===== config.mk =====
export PLATFORM = sky130hd
export DESIGN_NAME = mem_stage
export DESIGN_NICKNAME = d
export VERILOG_FILES = /design/src/hw/rv32i_types_pkg.sv /design/src/hw/pipe_stage_pkg.sv /design/src/hw/mem_stage.sv
export VERILOG_INCLUDE_DIRS = /design/src /design/src/hw
export SDC_FILE = /design/constraint.sdc
export NUM_CORES = 1
export LEC_CHECK = 0
export ABC_AREA = 1
export BUFFER_PORTS_ARGS = -buffer_cell sky130_fd_sc_hd__clkbuf_2
export CORE_AREA = 4 4 195 197
export DETAILED_ROUTE_END_ITERATION = 7
export DIE_AREA = 0 0 199 201
export PLACE_DENSITY_LB_ADDON = 0.15
export SLEW_MARGIN = 40
export SYNTH_ARGS = -nofsm -noshare
export SYNTH_HDL_FRONTEND = slang
export SYNTH_SLANG_ARGS = --single-unit

===== constraint.sdc =====
create_clock -name vclk -period 4.6
set_clock_uncertainty 0.2 [all_clocks]
set_input_delay 1.38 -clock vclk [all_inputs]
set_output_delay 1.38 -clock vclk [all_outputs]
set_load 0.01 [all_outputs]

===== src/hw/rv32i_mem_defs.svh =====
`ifndef RV32I_MEM_DEFS_SVH
`define RV32I_MEM_DEFS_SVH

// width of one machine word
// shared by data, addresses and the pc
`define RV32_XLEN 32

// word-address bits of the data memory
// 8 bits give 256 words, 1 KiB
// the byte offset sits below these bits
`define DMEM_ADDR_BITS 8

`endif

===== src/hw/rv32i_types_pkg.sv =====
`default_nettype none
`include "rv32i_mem_defs.svh"

package rv32i_types_pkg;

    // one machine word, data or address
    typedef logic [`RV32_XLEN-1:0] rv32i_word;
    // one bit per byte lane, bit 0 is the lowest byte
    typedef logic [3:0] byte_mask_t;
    // architectural register index
    typedef logic [4:0] reg_idx_t;

    // major opcodes as seen at this end of the pipe
    typedef enum logic [6:0] {
        op_lui   = 7'b0110111,
        op_jal   = 7'b1101111,
        op_br    = 7'b1100011,
        op_load  = 7'b0000011,
        op_store = 7'b0100011,
        op_imm   = 7'b0010011,
        op_reg   = 7'b0110011
    } opcode_t;

    // low two bits give the access size, bit 2 means unsigned
    typedef enum logic [2:0] {
        lb  = 3'b000,
        lh  = 3'b001,
        lw  = 3'b010,
        lbu = 3'b100,
        lhu = 3'b101
    } load_funct3_t;

    typedef enum logic [2:0] {
        sb = 3'b000,
        sh = 3'b001,
        sw = 3'b010
    } store_funct3_t;

    // regfile source select, rf_ prefix keeps lw apart from the funct3 code
    typedef enum logic [2:0] {
        rf_alu_out  = 3'b000,
        rf_br_en    = 3'b001,
        rf_u_imm    = 3'b010,
        rf_lw       = 3'b011,
        rf_pc_plus4 = 3'b100,
        rf_load     = 3'b101
    } regfilemux_sel_t;

endpackage

`default_nettype wire


===== src/hw/pipe_stage_pkg.sv =====
`default_nettype none

package pipe_stage_pkg;

    // control word, travels with the item down the pipe
    typedef struct packed {
        logic                             valid;
        rv32i_types_pkg::opcode_t         opcode;
        logic [2:0]                       funct3;
        logic                             mem_read;
        logic                             mem_write;
        rv32i_types_pkg::regfilemux_sel_t regfilemux_sel;
        logic                             load_regfile;
        rv32i_types_pkg::rv32i_word       pc;
    } ctrl_word_t;

    // EX/MEM payload
    typedef struct packed {
        ctrl_word_t                 ctrl_wd;
        rv32i_types_pkg::rv32i_word alu_out;
        rv32i_types_pkg::rv32i_word mar;
        // store data, still in the low lanes
        rv32i_types_pkg::rv32i_word mem_data_out;
        logic                       cmp_out;
        rv32i_types_pkg::rv32i_word u_imm;
        rv32i_types_pkg::reg_idx_t  rd;
    } ex_mem_stage_t;

    // MEM/WB payload
    typedef struct packed {
        ctrl_word_t                  ctrl_wd;
        // value for anything that is not a load
        rv32i_types_pkg::rv32i_word  rd_data;
        rv32i_types_pkg::rv32i_word  mdr;
        // byte offset of the access
        logic [1:0]                  shift;
        rv32i_types_pkg::reg_idx_t   rd;
        rv32i_types_pkg::rv32i_word  mem_addr;
        rv32i_types_pkg::byte_mask_t rmask;
        rv32i_types_pkg::byte_mask_t wmask;
        rv32i_types_pkg::rv32i_word  wdata;
    } mem_wb_stage_t;

    // one record per retired item
    typedef struct packed {
        logic                        valid;
        logic                        we;
        rv32i_types_pkg::reg_idx_t   rd;
        rv32i_types_pkg::rv32i_word  rd_data;
        rv32i_types_pkg::rv32i_word  mem_addr;
        rv32i_types_pkg::byte_mask_t mem_rmask;
        rv32i_types_pkg::byte_mask_t mem_wmask;
        rv32i_types_pkg::rv32i_word  mem_wdata;
    } commit_t;

endpackage

`default_nettype wire


===== src/hw/mem_stage.sv =====
`default_nettype none

module mem_stage (
    input  pipe_stage_pkg::ex_mem_stage_t mem_in,
    input  rv32i_types_pkg::rv32i_word    dmem_rdata,
    input  logic                          dmem_resp,
    output rv32i_types_pkg::rv32i_word    fwd_data,
    output pipe_stage_pkg::mem_wb_stage_t mem_out,
    output rv32i_types_pkg::rv32i_word    dmem_address,
    output rv32i_types_pkg::rv32i_word    dmem_wdata,
    output rv32i_types_pkg::byte_mask_t   dmem_byte_enable,
    output logic                          dmem_read,
    output logic                          dmem_write
);

    logic [1:0]                     shift;
    logic [1:0]                     size;
    logic                           is_load;
    logic                           is_store;
    logic                           misaligned;
    rv32i_types_pkg::byte_mask_t    lane_byte;
    rv32i_types_pkg::byte_mask_t    lane_half;
    rv32i_types_pkg::byte_mask_t    lane_word;
    rv32i_types_pkg::byte_mask_t    wmask;
    rv32i_types_pkg::byte_mask_t    rmask;
    rv32i_types_pkg::load_funct3_t  load_funct3;
    rv32i_types_pkg::store_funct3_t store_funct3;

    assign shift        = mem_in.mar[1:0];
    assign size         = mem_in.ctrl_wd.funct3[1:0];
    assign load_funct3  = rv32i_types_pkg::load_funct3_t'(mem_in.ctrl_wd.funct3);
    assign store_funct3 = rv32i_types_pkg::store_funct3_t'(mem_in.ctrl_wd.funct3);

    assign is_load  = mem_in.ctrl_wd.valid && (mem_in.ctrl_wd.opcode == rv32i_types_pkg::op_load);
    assign is_store = mem_in.ctrl_wd.valid && (mem_in.ctrl_wd.opcode == rv32i_types_pkg::op_store);

    // lane rule, shared by loads and stores
    // byte: one-hot at the offset
    assign lane_byte = 4'b0001 << shift;
    // halfword: lanes 1:0 or 3:2, nothing on an odd offset
    assign lane_half = shift[0] ? 4'b0000 : (4'b0011 << shift);
    // word: only at offset 0
    assign lane_word = (shift == 2'b00) ? 4'b1111 : 4'b0000;

    always_comb begin
        wmask = '0;
        if (is_store) begin
            case (store_funct3)
                rv32i_types_pkg::sb: wmask = lane_byte;
                rv32i_types_pkg::sh: wmask = lane_half;
                rv32i_types_pkg::sw: wmask = lane_word;
                default:             wmask = '0;
            endcase
        end
    end

    always_comb begin
        rmask = '0;
        if (is_load) begin
            case (load_funct3)
                rv32i_types_pkg::lb, rv32i_types_pkg::lbu: rmask = lane_byte;
                rv32i_types_pkg::lh, rv32i_types_pkg::lhu: rmask = lane_half;
                rv32i_types_pkg::lw:                       rmask = lane_word;
                default:                                   rmask = '0;
            endcase
        end
    end

    // memory side, word aligned
    assign dmem_address     = {mem_in.mar[31:2], 2'b00};
    // store data moves up to its lane
    assign dmem_wdata       = mem_in.mem_data_out << {shift, 3'b000};
    assign dmem_byte_enable = wmask;
    // bubbles never touch memory
    assign dmem_read        = mem_in.ctrl_wd.valid && mem_in.ctrl_wd.mem_read;
    assign dmem_write       = mem_in.ctrl_wd.valid && mem_in.ctrl_wd.mem_write;

    // forwarding value for the non-load sources
    always_comb begin
        case (mem_in.ctrl_wd.regfilemux_sel)
            rv32i_types_pkg::rf_alu_out:  fwd_data = mem_in.alu_out;
            rv32i_types_pkg::rf_br_en:    fwd_data = rv32i_types_pkg::rv32i_word'(mem_in.cmp_out);
            rv32i_types_pkg::rf_u_imm:    fwd_data = mem_in.u_imm;
            rv32i_types_pkg::rf_pc_plus4: fwd_data = mem_in.ctrl_wd.pc + 32'd4;
            // load data is not ready until WB
            default:                      fwd_data = mem_in.alu_out;
        endcase
    end

    // MEM/WB payload
    always_comb begin
        mem_out.ctrl_wd  = mem_in.ctrl_wd;
        mem_out.rd_data  = fwd_data;
        // mdr only takes data the memory has answered with
        mem_out.mdr      = dmem_resp ? dmem_rdata : '0;
        mem_out.shift    = shift;
        mem_out.rd       = mem_in.rd;
        mem_out.mem_addr = dmem_address;
        mem_out.rmask    = rmask;
        mem_out.wmask    = wmask;
        mem_out.wdata    = dmem_write ? dmem_wdata : '0;
    end

    // halfword on odd offset, word on any nonzero offset
    assign misaligned = (is_load || is_store)
                        && (((size == 2'b01) && shift[0]) || ((size == 2'b10) && (shift != 2'b00)));

    always_comb begin
        a_aligned: assert (misaligned !== 1'b1)
            else $error("mem_stage: misaligned access, addr %h funct3 %b",
                        mem_in.mar, mem_in.ctrl_wd.funct3);
    end

endmodule

`default_nettype wire


==> results of run 1 <==
==> final cells by class <==
class              count  area (sq um)  share of cell area (%)
inverters             88           332                    6.27
multi-input cells    455          2130                    40.2
well taps            468           586                    11.1
repair buffers       430          2240                    42.4
==> routing by layer <==
metal  vias up  global-route usage [%]  part of all wire (%)
met5         -                       0                     0
met4         0                    1.69                   2.1
met3        39                    1.44                   6.8
met2       238                    19.8                    53
met1      2201                    11.3                    38
li1       2592                       -                     -
==> logic make-up (layout without fill, tap and decap cells) <==
| kind of cell | after synthesis | in the layout |
|---|---|---|
| adders and majority gates | 1 | 1 |
| xor gates and xnor gates | 4 | 4 |
| buffers and inverters | 266 | 518 |
| and+or+nand+nor | 385 | 385 |
| other | 1 | 4 |
| AOI/OAI and AO/OA | 61 | 61 |
==> placed cells by master, fill, tap and decap left out, drive strengths merged <==
cell type	synthesis	final
xnor2	2	2
conb	1	4
clkbuf	11	404
clkinv	2	2
a31oi	3	3
and2	1	1
o221ai	2	2
nand3	63	63
inv	86	86
nor3	18	18
o211ai	4	4
o2111ai	1	1
a22oi	18	18
xor2	2	2
o21ai	15	15
nand3b	1	1
or2	12	12
nand2	219	219
a21oi	17	17
nor2	71	71
a21boi	1	1
ha	1	1
buf	167	26
==> metrics by stage <==
stage / setup slack (ps) / setup TNS [ps]
after CTS: 25.1 / 0
after global routing: 1.52 / 0
final: 191 / 0
after global placement: -53.5 / -136
after detailed placement: -50.2 / -160
after floorplan: 382 / 0
==> where the power goes <==
part	switching [uW]	leakage (uW)	internal, uW
Combinational	305	0.00330	204
Sequential	0	0	0
Clock	0	0	0
Total	305	0.00330	204
==> what timing repair did <==
item,4_1_cts,5_1_grt
hold buffers,0,0
endpoints found under the setup margin,4,20
gates resized for setup,1,3
==> cell usage after synthesis, types with 2 or more instances <==
cell type | number | area [sq um]
inv_2 | 2 | 7.51
o221ai_1 | 2 | 17.5
nand3_1 | 63 | 315
clkbuf_1 | 11 | 41.3
xnor2_1 | 2 | 17.5
a31oi_1 | 3 | 18.8
o21ai_0 | 15 | 75.1
nor3_1 | 17 | 85.1
o211ai_1 | 4 | 30.0
or2_2 | 11 | 68.8
nand2_1 | 219 | 822
xor2_1 | 2 | 17.5
buf_4 | 157 | 1180
nor2_2 | 5 | 31.3
buf_2 | 9 | 45.0
a22oi_1 | 10 | 75.1
inv_1 | 84 | 315
a21oi_1 | 16 | 80.1
nor2_1 | 65 | 244
a22oi_2 | 8 | 100
==> worst max path at each step <==
stage | startpoint | end | slack (ps) | cells past startpoint
finish | mem_in[136] | fwd_data[24] | 190 | 13
detailed placement | mem_in[136] | mem_out[141] | -50 | 10
floorplan | mem_in[136] | mem_out[129] | 380 | 8
global placement | mem_in[136] | fwd_data[30] | -50 | 11
CTS | mem_in[136] | mem_out[125] | 30 | 10
global route | mem_in[138] | mem_out[140] | 2 | 11
==> flow_metrics.py, run 1 <==
metrics = {
    "setup_path": {
        "max_stage_delay_ps": 180,
        "cp_top_family": "simple AND/OR/NAND/NOR gates",
        "path_cells": "clkbuf_2 -> ha_1 -> nand2_1 -> nor2_2 -> buf_4 -> nand2_1 -> nor2_2 -> buf_4 -> nand2_1 -> nand2_1 -> nand3_1 -> nand3_1 -> clkbuf_2",
        "cp-end-kind": "primary output",
        "worstPathRequired_ps": 3020,
        "cp_slowest_cell": "nor2_2",
        "crit_arrival_ps": 2830,
        "critPathKind": "input port to primary output",
        "cp-start-kind": "input port",
        "crit_path_max_fanout": 4,
        "timing.critical_path.mode_cell": "nand2_1",
        "cp_num_buf_inv": 4,
    },
    "place": {
        "dp.cells": 1441,
        "dp_hpwl_microns": 19600,
        "place_area_sq_um": 5270,
        "portBuffers": 404,
        "routabilityCongestion": 0.767,
    },
    "global_route": {
        "grt_pass1_vias": 5201,
        "grt_max_degree": 33,
        "grt_overflow_total": 0,
        "grt_pass1_wl_microns": 31600,
        "antenna_found_initial": 0,
        "grt.total_usage_pct": 10.0,
    },
    "floorplanning": {
        "die_x_microns": 199,
        "coreArea_sq_um": 36300,
        "io_pins": 510,
        "dieArea_sq_um": 40000,
        "die_h_microns": 201,
        "num_rows": 70,
        "start_util_pct": 10.2,
    },
    "synthesis": {
        "synth_fa_ha_area_share_pct": 0.338,
        "synth-xor-area-share_pct": 0.947,
        "seq_area_frac_synth_pct": 0,
        "syn_area_per_cell_sq_um": 5.15,
        "ys_warn_count": 0,
        "synthCells": 718,
        "ys_types": 33,
        "synth-compound-area-share_pct": 11.4,
        "synth-simple-area-share_pct": 43.6,
        "muxShareOfSynthArea_pct": 0,
        "synth_top_family_by_area": "simple AND/OR/NAND/NOR gates",
        "synth_area_sq_um": 3700,
    },
    "power_and_ir_drop": {
        "power.density_nw_per_um2": 96.3,
        "p_leak_uw": 0.00330,
        "p_total_uw": 509,
        "ir_drop_v": 0.0000291,
    },
    "routing": {
        "drc": 0,
        "wl_per_cell_microns": 15.1,
        "vias": 5070,
        "drt_wl_total_microns": 21700,
        "drtAntennaViolNets": 0,
        "vias_per_cell": 3.52,
        "first_pass_iters": 4,
        "drtIter0Drc": 160,
    },
    "worst_hold_path": {
        "hold_start": "mem_in[2]",
        "holdPathStages": 0,
        "hold_end": "mem_out[74]",
        "hold_path_class": "input port to primary output",
    },
    "sta": {
        "fin_crit_ps": 4410,
        "setup_viol": 0,
        "drv_slew": 0,
        "relSlewSlack_pct": 63.2,
        "finalHoldViolations": 0,
        "tightest_slew_ps": 552,
        "hold_ws_ps": 2560,
        "fmaxAchievable_ghz": 0.227,
        "rsz0062_at_grt": "false",
        "fin_crit_sh_pct": 95.8,
    },
    "finish": {
        "regArea_sq_um": 0,
        "antenna_cells": 0,
        "seq_cells": 0,
        "utilization_pct": 14.6,
        "fillers": 4340,
        "final_area_sq_um": 5290,
        "instances_no_fill": 1441,
        "nNetsFinal": 1192,
        "clockBufferCount": 0,
        "drive_above_1_share_pct": 48.0,
        "area_growth_pct": 42.9,
    },
    "flow_run": {
        "cap_violations": 0,
    },
    "outcome": {
        "status": "complete, no violations",
    },
    "cts": {
        "post-cts-setup-buffers": 0,
    },
}
(Power assumes the default switching activity.)
==> run 2: changes to the inputs <==
- SETUP_SLACK_MARGIN: default -> 0.4
==> run 2 against run 1 <==
Compared with the run above: global-route usage grew 0.14 points; count of clock-buffer cells in the layout did not move; routed wire length rose by 4.5%; critical endpoint is now mem_out[137].
==> flow_metrics.py, run 2 (synthesis gave the netlist of run 1 again) <==
metrics = {
    "worst_hold_path": {
        "hold_path_class": "input port to primary output",
    },
    "sta": {
        "fin_crit_sh_pct": 91.8,
        "fin_crit_ps": 4220,
        "fmaxAchievable_ghz": 0.237,
        "hold_ws_ps": 2560,
        "setup_viol": 0,
        "drv_slew": 0,
        "finalHoldViolations": 0,
        "rsz0062_at_grt": "true",
        "tightest_slew_ps": 581,
        "relSlewSlack_pct": 61.2,
        "worst_slack_ps": 379,
    },
    "flow_run": {
        "cap_violations": 0,
    },
    "place": {
        "portBuffers": 404,
        "routabilityCongestion": 0.782,
        "place_ws_ps": -26.2,
        "dp_hpwl_microns": 19600,
    },
    "global_route": {
        "grt_max_degree": 33,
        "grt.total_usage_pct": 10.1,
        "grt_overflow_total": 0,
        "grt_pass1_vias": 5196,
        "antenna_found_initial": 0,
        "grt_pass1_wl_microns": 31700,
    },
    "setup_path": {
        "cp-end-kind": "primary output",
        "cp_num_buf_inv": 4,
        "critPathKind": "input port to primary output",
        "crit_path_max_fanout": 6,
        "path_cells": "buf_8 -> ha_4 -> nand2_4 -> nor2_4 -> nand2_4 -> buf_6 -> nor2_4 -> buf_6 -> nand2_2 -> nand2_2 -> nand3_2 -> nand3_4 -> buf_6",
        "cp_top_family": "simple AND/OR/NAND/NOR gates",
        "cp-start-kind": "input port",
        "timing.critical_path.mode_cell": "buf_6",
        "worstPathRequired_ps": 3020,
        "cp_slowest_cell": "ha_4",
        "max_stage_delay_ps": 140,
        "crit_arrival_ps": 2640,
    },
    "routing": {
        "vias": 5275,
        "drt_wl_total_microns": 22700,
        "wl_per_cell_microns": 15.5,
        "first_pass_iters": 4,
        "drtIter0Drc": 141,
        "vias_per_cell": 3.60,
        "drtAntennaViolNets": 0,
        "drc": 0,
    },
    "finish": {
        "nNetsFinal": 1215,
        "antenna_cells": 0,
        "clockBufferCount": 0,
        "area_growth_pct": 71.5,
        "layout_commonest_cell": "clkbuf_2",
        "fillers": 4317,
        "seq_cells": 0,
        "drive_above_1_share_pct": 58.3,
        "utilization_pct": 17.5,
        "final_cell_mix": "clkbuf_2 (355), nand2_1 (193), inv_1 (80), nor2_1 (43), nand3_1 (36)",
        "regArea_sq_um": 0,
    },
    "power_and_ir_drop": {
        "power.density_nw_per_um2": 96.0,
        "p_leak_uw": 0.00372,
        "p_total_uw": 609,
        "ir_drop_v": 0.0000376,
    },
    "floorplanning": {
        "start_util_pct": 10.2,
        "num_rows": 70,
        "io_pins": 510,
        "dieArea_sq_um": 40000,
        "die_x_microns": 199,
        "die_h_microns": 201,
        "coreArea_sq_um": 36300,
    },
    "outcome": {
        "status": "complete, no violations",
    },
    "cts": {
        "cts_hold_buf": 0,
    },
}
-- run 2: final cells by class --
| cell class | instances | area [sq um] | share of cell area [%] |
|---|---|---|---|
| timing repair buffer | 453 | 2780 | 43.8 |
| multi-input combinational | 455 | 2640 | 41.6 |
| tap | 468 | 586 | 9.23 |
| inverter | 88 | 344 | 5.43 |
-- run 2: repair_timing --
item	CTS	global route
buffers inserted	12	5
pin swaps	27	35
endpoints found under the setup margin	74	77
cloned	1	1
resized for setup	93	152
-- run 2: path summary, 6_finish.rpt --
check | from | to | slack, ps | cells past startpoint
setup / recovery | mem_in[136] | mem_out[137] | 380 | 13
hold / removal | mem_in[92] | dmem_address[22] | 2560 | 0
-- run 2: power by group --
part / total, uW / internal (uW) / switching, uW / leakage [uW]
clock network: 0 / 0 / 0 / 0
logic: 609 / 270 / 339 / 0.00372
registers: 0 / 0 / 0 / 0
-- run 2: metrics by stage --
stage | cells | instance area [sq um] | setup TNS [ps]
2_1_floorplan | 721 | 3710 | 0
3_3_place_gp | 1445 | 5300 | -74.6
3_5_place_dp | 1445 | 5300 | -47.0
4_1_cts | 1458 | 5820 | 0
5_1_grt | 1464 | 6340 | 0
6_report | 1464 | 6340 | 0
-- run 2: layer usage --
| metal | wire (microns) | vias to the layer above | GRT usage (%) |
|---|---|---|---|
| met5 | 0 | - | 0 |
| met4 | 364 | 0 | 1.37 |
| met3 | 1640 | 27 | 1.51 |
| met2 | 12200 | 271 | 20.3 |
| met1 | 8500 | 2335 | 11.4 |
| li1 | - | 2642 | - |
