`src/hw/rv32i_mem_defs.svh`:
```
`ifndef RV32I_MEM_DEFS_SVH
`define RV32I_MEM_DEFS_SVH

// width of one machine word
// shared by data, addresses and the pc
`define RV32_XLEN 32

// word-address bits of the data memory
// 8 bits give 256 words, 1 KiB
// the byte offset sits below these bits
`define DMEM_ADDR_BITS 8

`endif
```
`src/hw/rv32i_types_pkg.sv`:
```
`default_nettype none
`include "rv32i_mem_defs.svh"

package rv32i_types_pkg;

    // one machine word, data or address
    typedef logic [`RV32_XLEN-1:0] rv32i_word;
    // one bit per byte lane, bit 0 is the lowest byte
    typedef logic [3:0] byte_mask_t;
    // architectural register index
    typedef logic [4:0] reg_idx_t;

    // major opcodes as seen at this end of the pipe
    typedef enum logic [6:0] {
        op_lui   = 7'b0110111,
        op_jal   = 7'b1101111,
        op_br    = 7'b1100011,
        op_load  = 7'b0000011,
        op_store = 7'b0100011,
        op_imm   = 7'b0010011,
        op_reg   = 7'b0110011
    } opcode_t;

    // low two bits give the access size, bit 2 means unsigned
    typedef enum logic [2:0] {
        lb  = 3'b000,
        lh  = 3'b001,
        lw  = 3'b010,
        lbu = 3'b100,
        lhu = 3'b101
    } load_funct3_t;

    typedef enum logic [2:0] {
        sb = 3'b000,
        sh = 3'b001,
        sw = 3'b010
    } store_funct3_t;

    // regfile source select, rf_ prefix keeps lw apart from the funct3 code
    typedef enum logic [2:0] {
        rf_alu_out  = 3'b000,
        rf_br_en    = 3'b001,
        rf_u_imm    = 3'b010,
        rf_lw       = 3'b011,
        rf_pc_plus4 = 3'b100,
        rf_load     = 3'b101
    } regfilemux_sel_t;

endpackage

`default_nettype wire

```
`src/hw/pipe_stage_pkg.sv`:
```
`default_nettype none

package pipe_stage_pkg;

    // control word, travels with the item down the pipe
    typedef struct packed {
        logic                             valid;
        rv32i_types_pkg::opcode_t         opcode;
        logic [2:0]                       funct3;
        logic                             mem_read;
        logic                             mem_write;
        rv32i_types_pkg::regfilemux_sel_t regfilemux_sel;
        logic                             load_regfile;
        rv32i_types_pkg::rv32i_word       pc;
    } ctrl_word_t;

    // EX/MEM payload
    typedef struct packed {
        ctrl_word_t                 ctrl_wd;
        rv32i_types_pkg::rv32i_word alu_out;
        rv32i_types_pkg::rv32i_word mar;
        // store data, still in the low lanes
        rv32i_types_pkg::rv32i_word mem_data_out;
        logic                       cmp_out;
        rv32i_types_pkg::rv32i_word u_imm;
        rv32i_types_pkg::reg_idx_t  rd;
    } ex_mem_stage_t;

    // MEM/WB payload
    typedef struct packed {
        ctrl_word_t                  ctrl_wd;
        // value for anything that is not a load
        rv32i_types_pkg::rv32i_word  rd_data;
        rv32i_types_pkg::rv32i_word  mdr;
        // byte offset of the access
        logic [1:0]                  shift;
        rv32i_types_pkg::reg_idx_t   rd;
        rv32i_types_pkg::rv32i_word  mem_addr;
        rv32i_types_pkg::byte_mask_t rmask;
        rv32i_types_pkg::byte_mask_t wmask;
        rv32i_types_pkg::rv32i_word  wdata;
    } mem_wb_stage_t;

    // one record per retired item
    typedef struct packed {
        logic                        valid;
        logic                        we;
        rv32i_types_pkg::reg_idx_t   rd;
        rv32i_types_pkg::rv32i_word  rd_data;
        rv32i_types_pkg::rv32i_word  mem_addr;
        rv32i_types_pkg::byte_mask_t mem_rmask;
        rv32i_types_pkg::byte_mask_t mem_wmask;
        rv32i_types_pkg::rv32i_word  mem_wdata;
    } commit_t;

endpackage

`default_nettype wire

```
`src/hw/wb_stage.sv`:
```
`default_nettype none

module wb_stage (
    input  logic                          clk,
    input  logic                          rst_n,
    input  pipe_stage_pkg::mem_wb_stage_t mem_out,
    output pipe_stage_pkg::commit_t       commit
);

    pipe_stage_pkg::mem_wb_stage_t mem_wb;
    rv32i_types_pkg::rv32i_word    lane_data;
    rv32i_types_pkg::rv32i_word    load_data;
    rv32i_types_pkg::rv32i_word    rf_data;
    rv32i_types_pkg::load_funct3_t load_funct3;
    logic                          is_load;

    // MEM/WB register, valid cleared under reset
    always_ff @(posedge clk) begin
        mem_wb <= mem_out;
        if (!rst_n) begin
            mem_wb.ctrl_wd.valid <= 1'b0;
        end
    end

    assign load_funct3 = rv32i_types_pkg::load_funct3_t'(mem_wb.ctrl_wd.funct3);
    assign is_load     = mem_wb.ctrl_wd.opcode == rv32i_types_pkg::op_load;

    // addressed byte or half down to bit 0
    assign lane_data = mem_wb.mdr >> {mem_wb.shift, 3'b000};

    always_comb begin
        case (load_funct3)
            rv32i_types_pkg::lb:  load_data = rv32i_types_pkg::rv32i_word'(signed'(lane_data[7:0]));
            rv32i_types_pkg::lbu: load_data = rv32i_types_pkg::rv32i_word'(lane_data[7:0]);
            rv32i_types_pkg::lh:  load_data = rv32i_types_pkg::rv32i_word'(signed'(lane_data[15:0]));
            rv32i_types_pkg::lhu: load_data = rv32i_types_pkg::rv32i_word'(lane_data[15:0]);
            // lw, whole word as read
            default:              load_data = mem_wb.mdr;
        endcase
    end

    // regfile value
    assign rf_data = is_load ? load_data : mem_wb.rd_data;

    always_comb begin
        commit.valid     = mem_wb.ctrl_wd.valid;
        // x0 never written
        commit.we        = mem_wb.ctrl_wd.valid && mem_wb.ctrl_wd.load_regfile
                           && (mem_wb.rd != 5'd0);
        commit.rd        = mem_wb.rd;
        commit.rd_data   = rf_data;
        commit.mem_addr  = mem_wb.mem_addr;
        commit.mem_rmask = mem_wb.rmask;
        commit.mem_wmask = mem_wb.wmask;
        commit.mem_wdata = mem_wb.wdata;
    end

    // mdr feeds loads only
    // a memory read on any other item would be dropped
    a_read_is_load: assert property (@(posedge clk) disable iff (!rst_n)
        (mem_wb.ctrl_wd.valid && mem_wb.ctrl_wd.mem_read) |-> is_load)
        else $error("wb_stage: memory read on a non-load, pc %h", mem_wb.ctrl_wd.pc);

endmodule

`default_nettype wire

```
`config.mk`:
```
export PLATFORM = sky130hd
export DESIGN_NAME = wb_stage
export DESIGN_NICKNAME = d
export VERILOG_FILES = /design/src/hw/rv32i_types_pkg.sv /design/src/hw/pipe_stage_pkg.sv /design/src/hw/wb_stage.sv
export VERILOG_INCLUDE_DIRS = /design/src /design/src/hw
export SDC_FILE = /design/constraint.sdc
export NUM_CORES = 1
export LEC_CHECK = 0
export BUFFER_PORTS_ARGS = -buffer_cell sky130_fd_sc_hd__buf_4
export CELL_PAD_IN_SITES_DETAIL_PLACEMENT = 1
export CELL_PAD_IN_SITES_GLOBAL_PLACEMENT = 1
export CORE_MARGIN = 4
export CORE_UTILIZATION = 33
export CTS_BUF_LIST = sky130_fd_sc_hd__clkbuf_16
export DETAILED_ROUTE_END_ITERATION = 7
export GPL_TIMING_DRIVEN = 1
export PLACE_DENSITY = 0.82
export SETUP_SLACK_MARGIN = 0.2
export SYNTH_ARGS = -nofsm -noshare
export SYNTH_HDL_FRONTEND = slang
export SYNTH_SLANG_ARGS = --single-unit
export TNS_END_PERCENT = 5
```
`constraint.sdc`:
```
create_clock -name clk -period 3.2 [get_ports clk]
set_clock_uncertainty 0.05 [all_clocks]
set_input_delay 0.32 -clock clk [delete_from_list [all_inputs] [get_ports clk]]
set_output_delay 0.32 -clock clk [all_outputs]
set_load 0.02 [all_outputs]
```
==> metrics.csv, run 1 <==
stage;metric;value;unit
worst_setup_path;cp_max_fo;33;
clocking;cts_tree;built;
global_routing;gr-total-overflow;0;
timing;finalSetupViolations;0;
routing;drt-initial-drc-count;181;
logic_synthesis;syn-cell-area;4890;um2
job;drv_cap;0;
worst_setup_path;cpPeakStageDelay;350;ps
die;io_pins;305;
logic_synthesis;avgSynthCellArea;11.9;um2
logic_synthesis;yosysSeqAreaShare;63.4;%
die;die_y;130;um
die;die_w;130;um
timing;period_needed;2750;ps
run_status;status;complete, no violations;
min_path;hold_path_end;commit[110];
routing;drt-pass1-iter-count;4;
placed_design;port_buffers;267;
cells_and_area;synthToLayoutAreaGrowth;76.2;%
logic_synthesis;syn_inst;411;
cells_and_area;drive_gt1_share;41.2;%
routing;wirelength;21600;um
global_routing;grt_pass1_wl;30900;um
min_path;min_from;mem_out[191];
die;initial_core_util;33.7;%
timing;slew_violations;0;
worst_setup_path;slowest_stage;nor4_4;
clocking;cts_buffer_depth;2;
cells_and_area;fill_cells;1471;
min_path;hold_path_depth;2;
timing;timing.final.crit_share;86.0;%
clocking;cts_sinks;155;
timing;max_slew.worst_pin.slew;817;ps
die;rows;44;
power;leakage;3.90;nW
timing;clock.fmax;364;MHz
timing;rsz0062_at_grt;no;
clocking;numCtsBuffers;17;
logic_synthesis;yosys_most_used_dff;dfxtp_1;
worst_setup_path;crit_required;2830;ps
cells_and_area;nNetsFinal;959;
logic_synthesis;synth_edf_count;0;
logic_synthesis;ys_async_sr_fraction;0;%
placed_design;dp_hpwl;12000;um
power;p_per_area;548;nW/um2
routing;ant_nets;0;
routing;drc_errors;0;
global_routing;grtUsageTotal;25.3;%
timing;hold_violations;0;
placed_design;place_area;6510;um2
logic_synthesis;synth_cell_type_count;29;
timing;fin_tns_setup;0;ps
global_routing;first_global_vias;5173;
clocking;htree_levels;4;
timing;slew_headroom;45.5;%
placed_design;gp_congestion;0.809;
logic_synthesis;ys_warn_count;0;
routing;wl_per_cell;22.4;um
worst_setup_path;end_kind;primary output;
worst_setup_path;path_cells;nor4_4, and4b_2, buf_6, nor2_1, a211oi_1, buf_4;
power;vdd_drop_max;0.357;mV
routing;routed_via_density;4.49;
logic_synthesis;synth-seq-cells;155;
clocking;clk_pin_slew_worst_paths;70;ps
worst_setup_path;path_class;reg -> out;
min_path;hp-class;in -> reg;
die;die-area;16800;um2
clocking;cts_root_buf;clkbuf_16;
die;core_area;14500;um2
routing;vias;4319;
global_routing;antenna_found_initial;2;
logic_synthesis;syn-num-nets;605;
cells_and_area;multi_input_area;1120;um2
cells_and_area;seq_area;3100;um2
worst_setup_path;startpoint_type;flop;
worst_setup_path;cp_data_arrival_time;2380;ps
global_routing;grt_max_degree;34;
cells_and_area;stdcell_area;8620;um2
sequential cells by signal, indices dropped and copies added (netlist names):
signal / cells
load_funct3: 3
commit: 78
mem_wb: 74
repair_timing:
item | 4_1_cts | 5_1_grt
endpoints found under the hold margin | 154 | 0
setup endpoints to repair | 0 | 1
hold buffers | 154 | 0
resized for setup | 0 | 1
buffers inserted | 0 | 0
how the worst max path moves through the flow:
| stage | start | slack (ps) | cells after the start | endpoint |
|---|---|---|---|---|
| after floorplan | mem_wb[186] | 1080 | 6 | commit[80] |
| after global placement | mem_wb[186] | 890 | 6 | commit[88] |
| after detailed placement | mem_wb[186] | 810 | 6 | commit[81] |
| after CTS | mem_wb[186] | 360 | 6 | commit[81] |
| after global routing | mem_wb[186] | 330 | 6 | commit[75] |
| final | mem_wb[186] | 450 | 6 | commit[81] |
routing by layer:
metal | track usage (%) | wire [um]
met1 | 24.6 | 7170
met2 | 48.6 | 12000
met3 | 9.01 | 1720
met4 | 9.90 | 646
met5 | 0 | 0
worst max-delay path, delay by kind of cell (launching register included):
family	cells	cell delay [ps]
and+or+nand+nor	3	720
DFF	1	340
buffers and inverters	2	540
AOI/OAI and AO/OA	1	350
cell type report:
type | instances | share of cell area (%)
clock buffers | 17 | 4.94
flip-flops and latches | 155 | 36.0
diodes | 2 | 0.0581
well taps | 184 | 2.67
multi-input cells | 164 | 13.1
clock inverters | 13 | 1.55
repair buffers | 427 | 41.7
kinds of logic (layout without fill, tap and decap cells):
logic type | after synthesis | in the layout | synth area share, %
other cells | 0 | 2 | 0
mux | 27 | 27 | 5.86
simple gates | 82 | 82 | 10.2
buf+inv | 92 | 457 | 13.6
flops | 155 | 155 | 63.4
compound gates | 55 | 55 | 6.91
synth_stat cells, drive strengths merged, types with 2 or more instances:
master	instances	share of area (%)
nor3b	9	1.5
dfxtp	155	63
clkbuf	5	0.38
nor2	18	1.4
nor2b	2	0.26
and2	24	3.1
o21ai	38	4.7
nand2	15	1.2
a21oi	8	0.82
a211oi	8	1.2
or3	2	0.36
nand2b	7	0.90
buf	87	13
mux2i	26	5.4
power by group:
part | internal, mW | switching, mW
clock network | 1.09 | 0.877
registers | 2.03 | 0.0596
logic | 0.378 | 0.284
total | 3.50 | 1.22
per-stage QoR:
| step | worst slack (ps) | utilization, % | power (mW) | instances | hold WS (ps) |
|---|---|---|---|---|---|
| 2_1_floorplan | 1080 | - | 2.37 | 411 | 298 |
| 3_3_place_gp | 891 | 44.8 | 2.59 | 776 | 374 |
| 3_5_place_dp | 809 | 44.8 | 2.61 | 776 | 375 |
| 4_1_cts | 356 | 59.2 | 4.71 | 960 | 48.8 |
| 5_1_grt | 329 | 59.3 | 4.90 | 962 | 76.6 |
| 6_report | 450 | 59.3 | 4.72 | 962 | 88.6 |
layout by cell type, fill, tap and decap left out, types with 2 or more instances in the layout:
master and instances:
o21ai_0 26, a211oi_1 8, a21oi_1 8, inv_6 6
dfxtp_1 155, clkinv_4 2, o21ai_2 10, diode_2 2
buf_4 272, nor2b_1 2, nor2_1 18, nand2_1 15
nand2b_1 7, clkbuf_16 17, nor3b_1 8, dlygate4sd3_1 154
and2_1 24, mux2i_1 25, o21ai_1 2, inv_8 2
Power figures use the tool's default switching activity.
==> inputs of run 2 (changes only) <==
--- a/config.mk
+++ b/config.mk
@@ -7,7 +7,7 @@
 export NUM_CORES = 1
 export LEC_CHECK = 0
 export BUFFER_PORTS_ARGS = -buffer_cell sky130_fd_sc_hd__buf_4
-export CELL_PAD_IN_SITES_DETAIL_PLACEMENT = 1
+export CELL_PAD_IN_SITES_DETAIL_PLACEMENT = 0
 export CELL_PAD_IN_SITES_GLOBAL_PLACEMENT = 1
 export CORE_MARGIN = 4
 export CORE_UTILIZATION = 33
==> run 2 against run 1 <==
Effect of this change:
- sequential power is essentially flat
- via count shrank 3.4%
- die area is the same
- non-clock buffer count is the same
- clock power grew 6%
- global-route usage shrank 4.6 points
- critical path type unchanged
- power grew 1.4%
- hold slack gained 3.1 ps
- critical endpoint is now commit[86]
- sequential cell count is the same
- cell count is the same
==> metrics.csv, run 2 (same netlist as run 1, synthesis figures left out) <==
stage;metric;value;unit
run_status;status;complete, no violations;
worst_setup_path;startpoint;mem_wb[186];
global_routing;first_global_vias;4935;
min_path;hp-class;in -> reg;
placed_design;dp_hpwl;10600;um
die;rows;44;
timing;fin_tns_setup;0;ps
die;die-area;16800;um2
placed_design;port_buffers;267;
worst_setup_path;crit_required;2830;ps
die;initial_core_util;33.7;%
timing;slew_violations;0;
power;leakage;3.92;nW
global_routing;gr-total-overflow;0;
die;core_area;14500;um2
worst_setup_path;end_kind;primary output;
timing;max_slew.worst_pin.slew;797;ps
die;die_y;130;um
routing;drt-initial-drc-count;160;
timing;timing.final.crit_share;86.1;%
placed_design;gp_congestion;0.809;
die;io_pins;305;
job;drv_cap;0;
cells_and_area;drive_gt1_share;41.5;%
clocking;numCtsBuffers;17;
timing;clock.fmax;363;MHz
cells_and_area;final_cell_mix;273 x buf_4, 155 x dfxtp_1, 154 x dlygate4sd3_1, 26 x o21ai_0, 25 x mux2i_1;
routing;wl_per_cell;17.9;um
routing;ant_nets;0;
clocking;cts_root_buf;clkbuf_16;
clocking;cts_resized;0;
worst_setup_path;cp_data_arrival_time;2390;ps
timing;finalSetupViolations;0;
clocking;cts_buffer_depth;2;
clocking;post_cts_buffers;0;
worst_setup_path;startpoint_type;flop;
worst_setup_path;path_class;reg -> out;
global_routing;grtUsageTotal;20.7;%
die;die_w;130;um
clocking;clk_pin_slew_worst_paths;70;ps
worst_setup_path;cp_max_fo;33;
timing;rsz0062_at_grt;no;
routing;routed_via_density;4.34;
timing;slew_headroom;46.8;%
cells_and_area;insertedDiodeCount;0;
cells_and_area;largest_reg_flops;78;
timing;hold_violations;0;
cells_and_area;stdcell_area;8670;um2
clocking;htree_levels;4;
routing;vias;4174;
routing;wirelength;17200;um
global_routing;grt_pass1_wl;25900;um
routing;drt-pass1-iter-count;4;
power;p_per_area;552;nW/um2
timing;period_needed;2760;ps
cells_and_area;synthToLayoutAreaGrowth;77.3;%
worst_setup_path;endpoint;commit[86];
clocking;cts_sinks;155;
routing;drc_errors;0;
global_routing;antenna_found_initial;0;
clocking;cts-hold-fix-buffers;154;
power;vdd_drop_max;0.400;mV
clocking;cts_tree;built;
cells_and_area;final_common_cell;buf_4;
global_routing;grt_max_degree;34;
placed_design;place_area;6510;um2
cells_and_area;nNetsFinal;959;
[run 2: cell count changes in the layout (fill, tap and decap cells not counted)]
cell      delta
buf_4        +1
buf_6        -1
clkinv_1     -1
clkinv_4     -1
clkinv_8     +5
diode_2      -2
inv_6        -3
inv_8        +2
[run 2: per-stage QoR]
stage	instances	worst slack [ps]	hold WS (ps)	util [%]	power, mW
CTS	962	440	28.8	59.7	4.82
floorplan	411	1080	298	-	2.37
global route	962	312	71.3	59.7	4.98
finish	962	443	91.8	59.7	4.79
global placement	776	891	374	44.8	2.59
detailed placement	776	909	375	44.8	2.60
[run 2: power by group]
part / leakage, nW / switching, mW / internal, mW
combinational: 2.32 / 0.262 / 0.378
clock: 0.300 / 0.934 / 1.13
sequential: 1.31 / 0.0497 / 2.03
[run 2: critical path, stage by stage, from the launching register on]
cell and delay (ps):
dfxtp_1 330, nor4_4 330, and4b_2 260, buf_4 430, nor2_1 100, a211oi_1 290
buf_4 210
[run 2: worst min-delay path by stage]
stage | from | end | slack [ps] | depth (start not counted)
final | mem_out[191] | commit[110] | 90 | 2
after floorplan | mem_out[0] | commit[0] | 300 | 0
after detailed placement | mem_out[33] | commit[33] | 380 | 1
after global placement | mem_out[41] | commit[41] | 370 | 1
after global routing | mem_out[191] | commit[110] | 70 | 2
after CTS | mem_out[191] | commit[110] | 30 | 2
[run 2: routing by layer]
metal | routed length, um | GRT usage (%) | vias to the layer above
met1 | 5920 | 20.1 | 1952
li1 | - | - | 1991
met5 | 0 | 0 | -
met4 | 374 | 8.19 | 0
met3 | 1630 | 8.80 | 28
met2 | 9250 | 38.7 | 203
[run 2: area by class of cell]
class                           instances  area, um2
Clock inverter                         15        199
Multi-Input combinational cell        164       1120
Tap cell                              184        230
Sequential cell                       155       3100
Fill cell                            1095       5860
Clock buffer                           17        425
Timing Repair Buffer                  427       3590
==> inputs of run 3 (changes only) <==
--- a/config.mk
+++ b/config.mk
@@ -6,15 +6,17 @@
 export SDC_FILE = /design/constraint.sdc
 export NUM_CORES = 1
 export LEC_CHECK = 0
+export ABC_AREA = 1
 export BUFFER_PORTS_ARGS = -buffer_cell sky130_fd_sc_hd__buf_4
 export CELL_PAD_IN_SITES_DETAIL_PLACEMENT = 0
 export CELL_PAD_IN_SITES_GLOBAL_PLACEMENT = 1
 export CORE_MARGIN = 4
 export CORE_UTILIZATION = 33
 export CTS_BUF_LIST = sky130_fd_sc_hd__clkbuf_16
+export CTS_CLUSTER_SIZE = 8
 export DETAILED_ROUTE_END_ITERATION = 7
 export GPL_TIMING_DRIVEN = 1
-export PLACE_DENSITY = 0.82
+export PLACE_DENSITY = 0.83
 export SETUP_SLACK_MARGIN = 0.2
 export SYNTH_ARGS = -nofsm -noshare
 export SYNTH_HDL_FRONTEND = slang
==> constraint.sdc (replaced) <==
create_clock -name clk -period 3.2 [get_ports clk]
set_clock_uncertainty 0.05 [all_clocks]
set_input_delay 0 -clock clk [delete_from_list [all_inputs] [get_ports clk]]
set_output_delay 0 -clock clk [all_outputs]
set_load 0.02 [all_outputs]
==> run 3 against run 2 <==
Effect of this change:
- sequential cell count is the same
- fmax grew 16%
- via count grew 10%
- cell area grew 3.1%
- sequential power is essentially flat
- sequential share of layout area shrank 1.1 points
- critical path depth grew 2
- largest power group unchanged
- highest routed layer unchanged
==> metrics.csv, run 3 <==
stage;metric;value;unit
worst_setup_path;end_kind;primary output;
clocking;cts_sinks;155;
routing;vias;4599;
logic_synthesis;syn-cell-area;5210;um2
timing;slew_violations;0;
logic_synthesis;avgSynthCellArea;9.47;um2
routing;drt-initial-drc-count;149;
global_routing;first_global_vias;4984;
timing;max_slew.worst_pin.slew;788;ps
global_routing;gr-total-overflow;0;
power;total_power;4.73;mW
timing;fin_tns_setup;0;ps
power;vdd_drop_max;0.459;mV
worst_setup_path;crit_required;3150;ps
logic_synthesis;synth_cell_type_count;24;
clocking;cts_resized;0;
clocking;cts_tree;built;
routing;drc_errors;0;
cells_and_area;synthToLayoutAreaGrowth;71.7;%
global_routing;grtUsageTotal;19.1;%
min_path;hold_path_end;commit[14];
placed_design;port_buffers;267;
die;die_y;134;um
job;drv_cap;0;
clocking;cts-hold-fix-buffers;156;
logic_synthesis;synth.area.top_cells;dfxtp_1 60%, buf_4 12%, nand2_1 11%, inv_1 2.7%, nand3b_1 2.3%;
routing;m1WireLength;6000;um
timing;timing.hold.ws;155;ps
timing;clock.fmax;422;MHz
cells_and_area;final_util;58.4;%
worst_setup_path;cp_data_arrival_time;2320;ps
routing;wl_per_cell;15.3;um
logic_synthesis;ys_warn_count;0;
global_routing;antenna_found_initial;3;
cells_and_area;final_cell_mix;270 x buf_4, 159 x nand2_1, 156 x dlygate4sd3_1, 155 x dfxtp_1, 37 x inv_1;
worst_setup_path;cp_max_fo;24;
min_path;hold_path_depth;2;
logic_synthesis;syn-num-nets;744;
routing;detailroute.wirelength.met3;1320;um
routing;ant_nets;0;
die;core_area;15300;um2
logic_synthesis;ys_async_sr_fraction;0;%
global_routing;grt_max_degree;34;
clocking;cts_buffer_depth;2;
clocking;htree_levels;4;
timing;rsz0062_at_grt;no;
placed_design;dp_hpwl;11000;um
timing;hold_violations;0;
min_path;hp-class;in -> reg;
logic_synthesis;synth_edf_count;0;
logic_synthesis;yosysMostFrequentCell;nand2_1;
worst_setup_path;startpoint_type;flop;
min_path;min_from;mem_out[14];
cells_and_area;nNetsFinal;1092;
routing;wirelength;17200;um
timing;period_needed;2370;ps
power;p_per_area;529;nW/um2
timing;timing.final.crit_share;74.1;%
clocking;cts_root_buf;clkbuf_16;
routing;drt-pass1-iter-count;4;
timing;finalSetupViolations;0;
clocking;post_cts_buffers;0;
cells_and_area;drive_gt1_share;36.8;%
clocking;numCtsBuffers;17;
logic_synthesis;syn_inst;550;
die;initial_core_util;34.0;%
die;die_w;134;um
die;io_pins;305;
logic_synthesis;yosysTopAreaCell;dfxtp_1;
logic_synthesis;yosysSeqAreaShare;59.6;%
placed_design;gp_congestion;0.780;
run_status;status;complete, no violations;
cells_and_area;final_common_cell;buf_4;
die;rows;45;
routing;routed_via_density;4.09;
clocking;clk_pin_slew_worst_paths;70;ps
power;leakage;4.40;nW
logic_synthesis;yosys-top-cells-count;159 x nand2_1, 155 x dfxtp_1, 80 x buf_4, 37 x inv_1, 23 x nand3_1;
die;die-area;17900;um2
logic_synthesis;yosysTopAreaCellShare;59.6;%
routing;highest_layer;met4;
worst_setup_path;path_class;reg -> out;
timing;slew_headroom;47.4;%
logic_synthesis;yosys_most_used_dff;dfxtp_1;
routing;met2WireLength;9560;um
logic_synthesis;synth-seq-cells;155;
cells_and_area;largest_reg_flops;78;
global_routing;grt_pass1_wl;26000;um
run 3: area by class of cell:
| class | instances | area (um2) |
|---|---|---|
| clock inverter | 15 | 169 |
| timing repair buffer | 426 | 3590 |
| multi-input combinational | 258 | 1230 |
| tap | 211 | 264 |
| fill | 1290 | 6370 |
| sequential | 155 | 3100 |
| clock buffer | 17 | 425 |
| antenna | 3 | 7.51 |
| inverter | 40 | 150 |
run 3: metal layers:
metal,GRT usage [%],up-vias
met5,0,-
met4,6.91,0
met3,7.67,21
met2,36.3,170
met1,18.4,2103
li1,-,2305
run 3: cells by family (layout without fill, tap and decap cells):
kind of cell	Yosys count	in the layout	share of synthesized area, %
and+or+nand+nor	233	233	20.9
DFF	155	155	59.6
buffers and inverters	137	498	16.7
AOI/OAI and AO/OA	25	25	2.81
other	0	3	0
run 3: worst max-delay path by stage:
stage,startpoint,to,slack [ps],depth (start not counted)
after CTS,mem_wb[189],commit[80],760,8
after detailed placement,mem_wb[189],commit[80],1260,8
final,mem_wb[189],commit[80],830,8
after global routing,mem_wb[187],commit[82],610,8
after global placement,mem_wb[189],commit[83],1270,8
after floorplan,load_funct3[1],commit[79],1940,5
run 3: metrics by stage:
step                std cells  area, um2  setup slack (ps)
floorplan                 550       5210              1940
global placement          934       6780              1270
detailed placement        934       6780              1260
CTS                      1122       8930               764
global route             1125       8940               610
finish                   1125       8940               828
run 3: worst max-delay path: stages, from the launching register on:
cell and delay [ps]:
dfxtp_1 300, nor2_1 90, nand2_1 70, nor2_2 380, inv_1 490, a21oi_1 280
nand2_1 90, nand2_1 60, buf_4 130
run 3: power by group:
| group | leakage (nW) | total [mW] | internal, mW | switching (mW) |
|---|---|---|---|---|
| Clock | 0.291 | 1.99 | 1.05 | 0.942 |
| Combinational | 2.80 | 0.658 | 0.380 | 0.279 |
| Sequential | 1.31 | 2.08 | 2.03 | 0.0462 |
| Total | 4.40 | 4.73 | 3.47 | 1.27 |
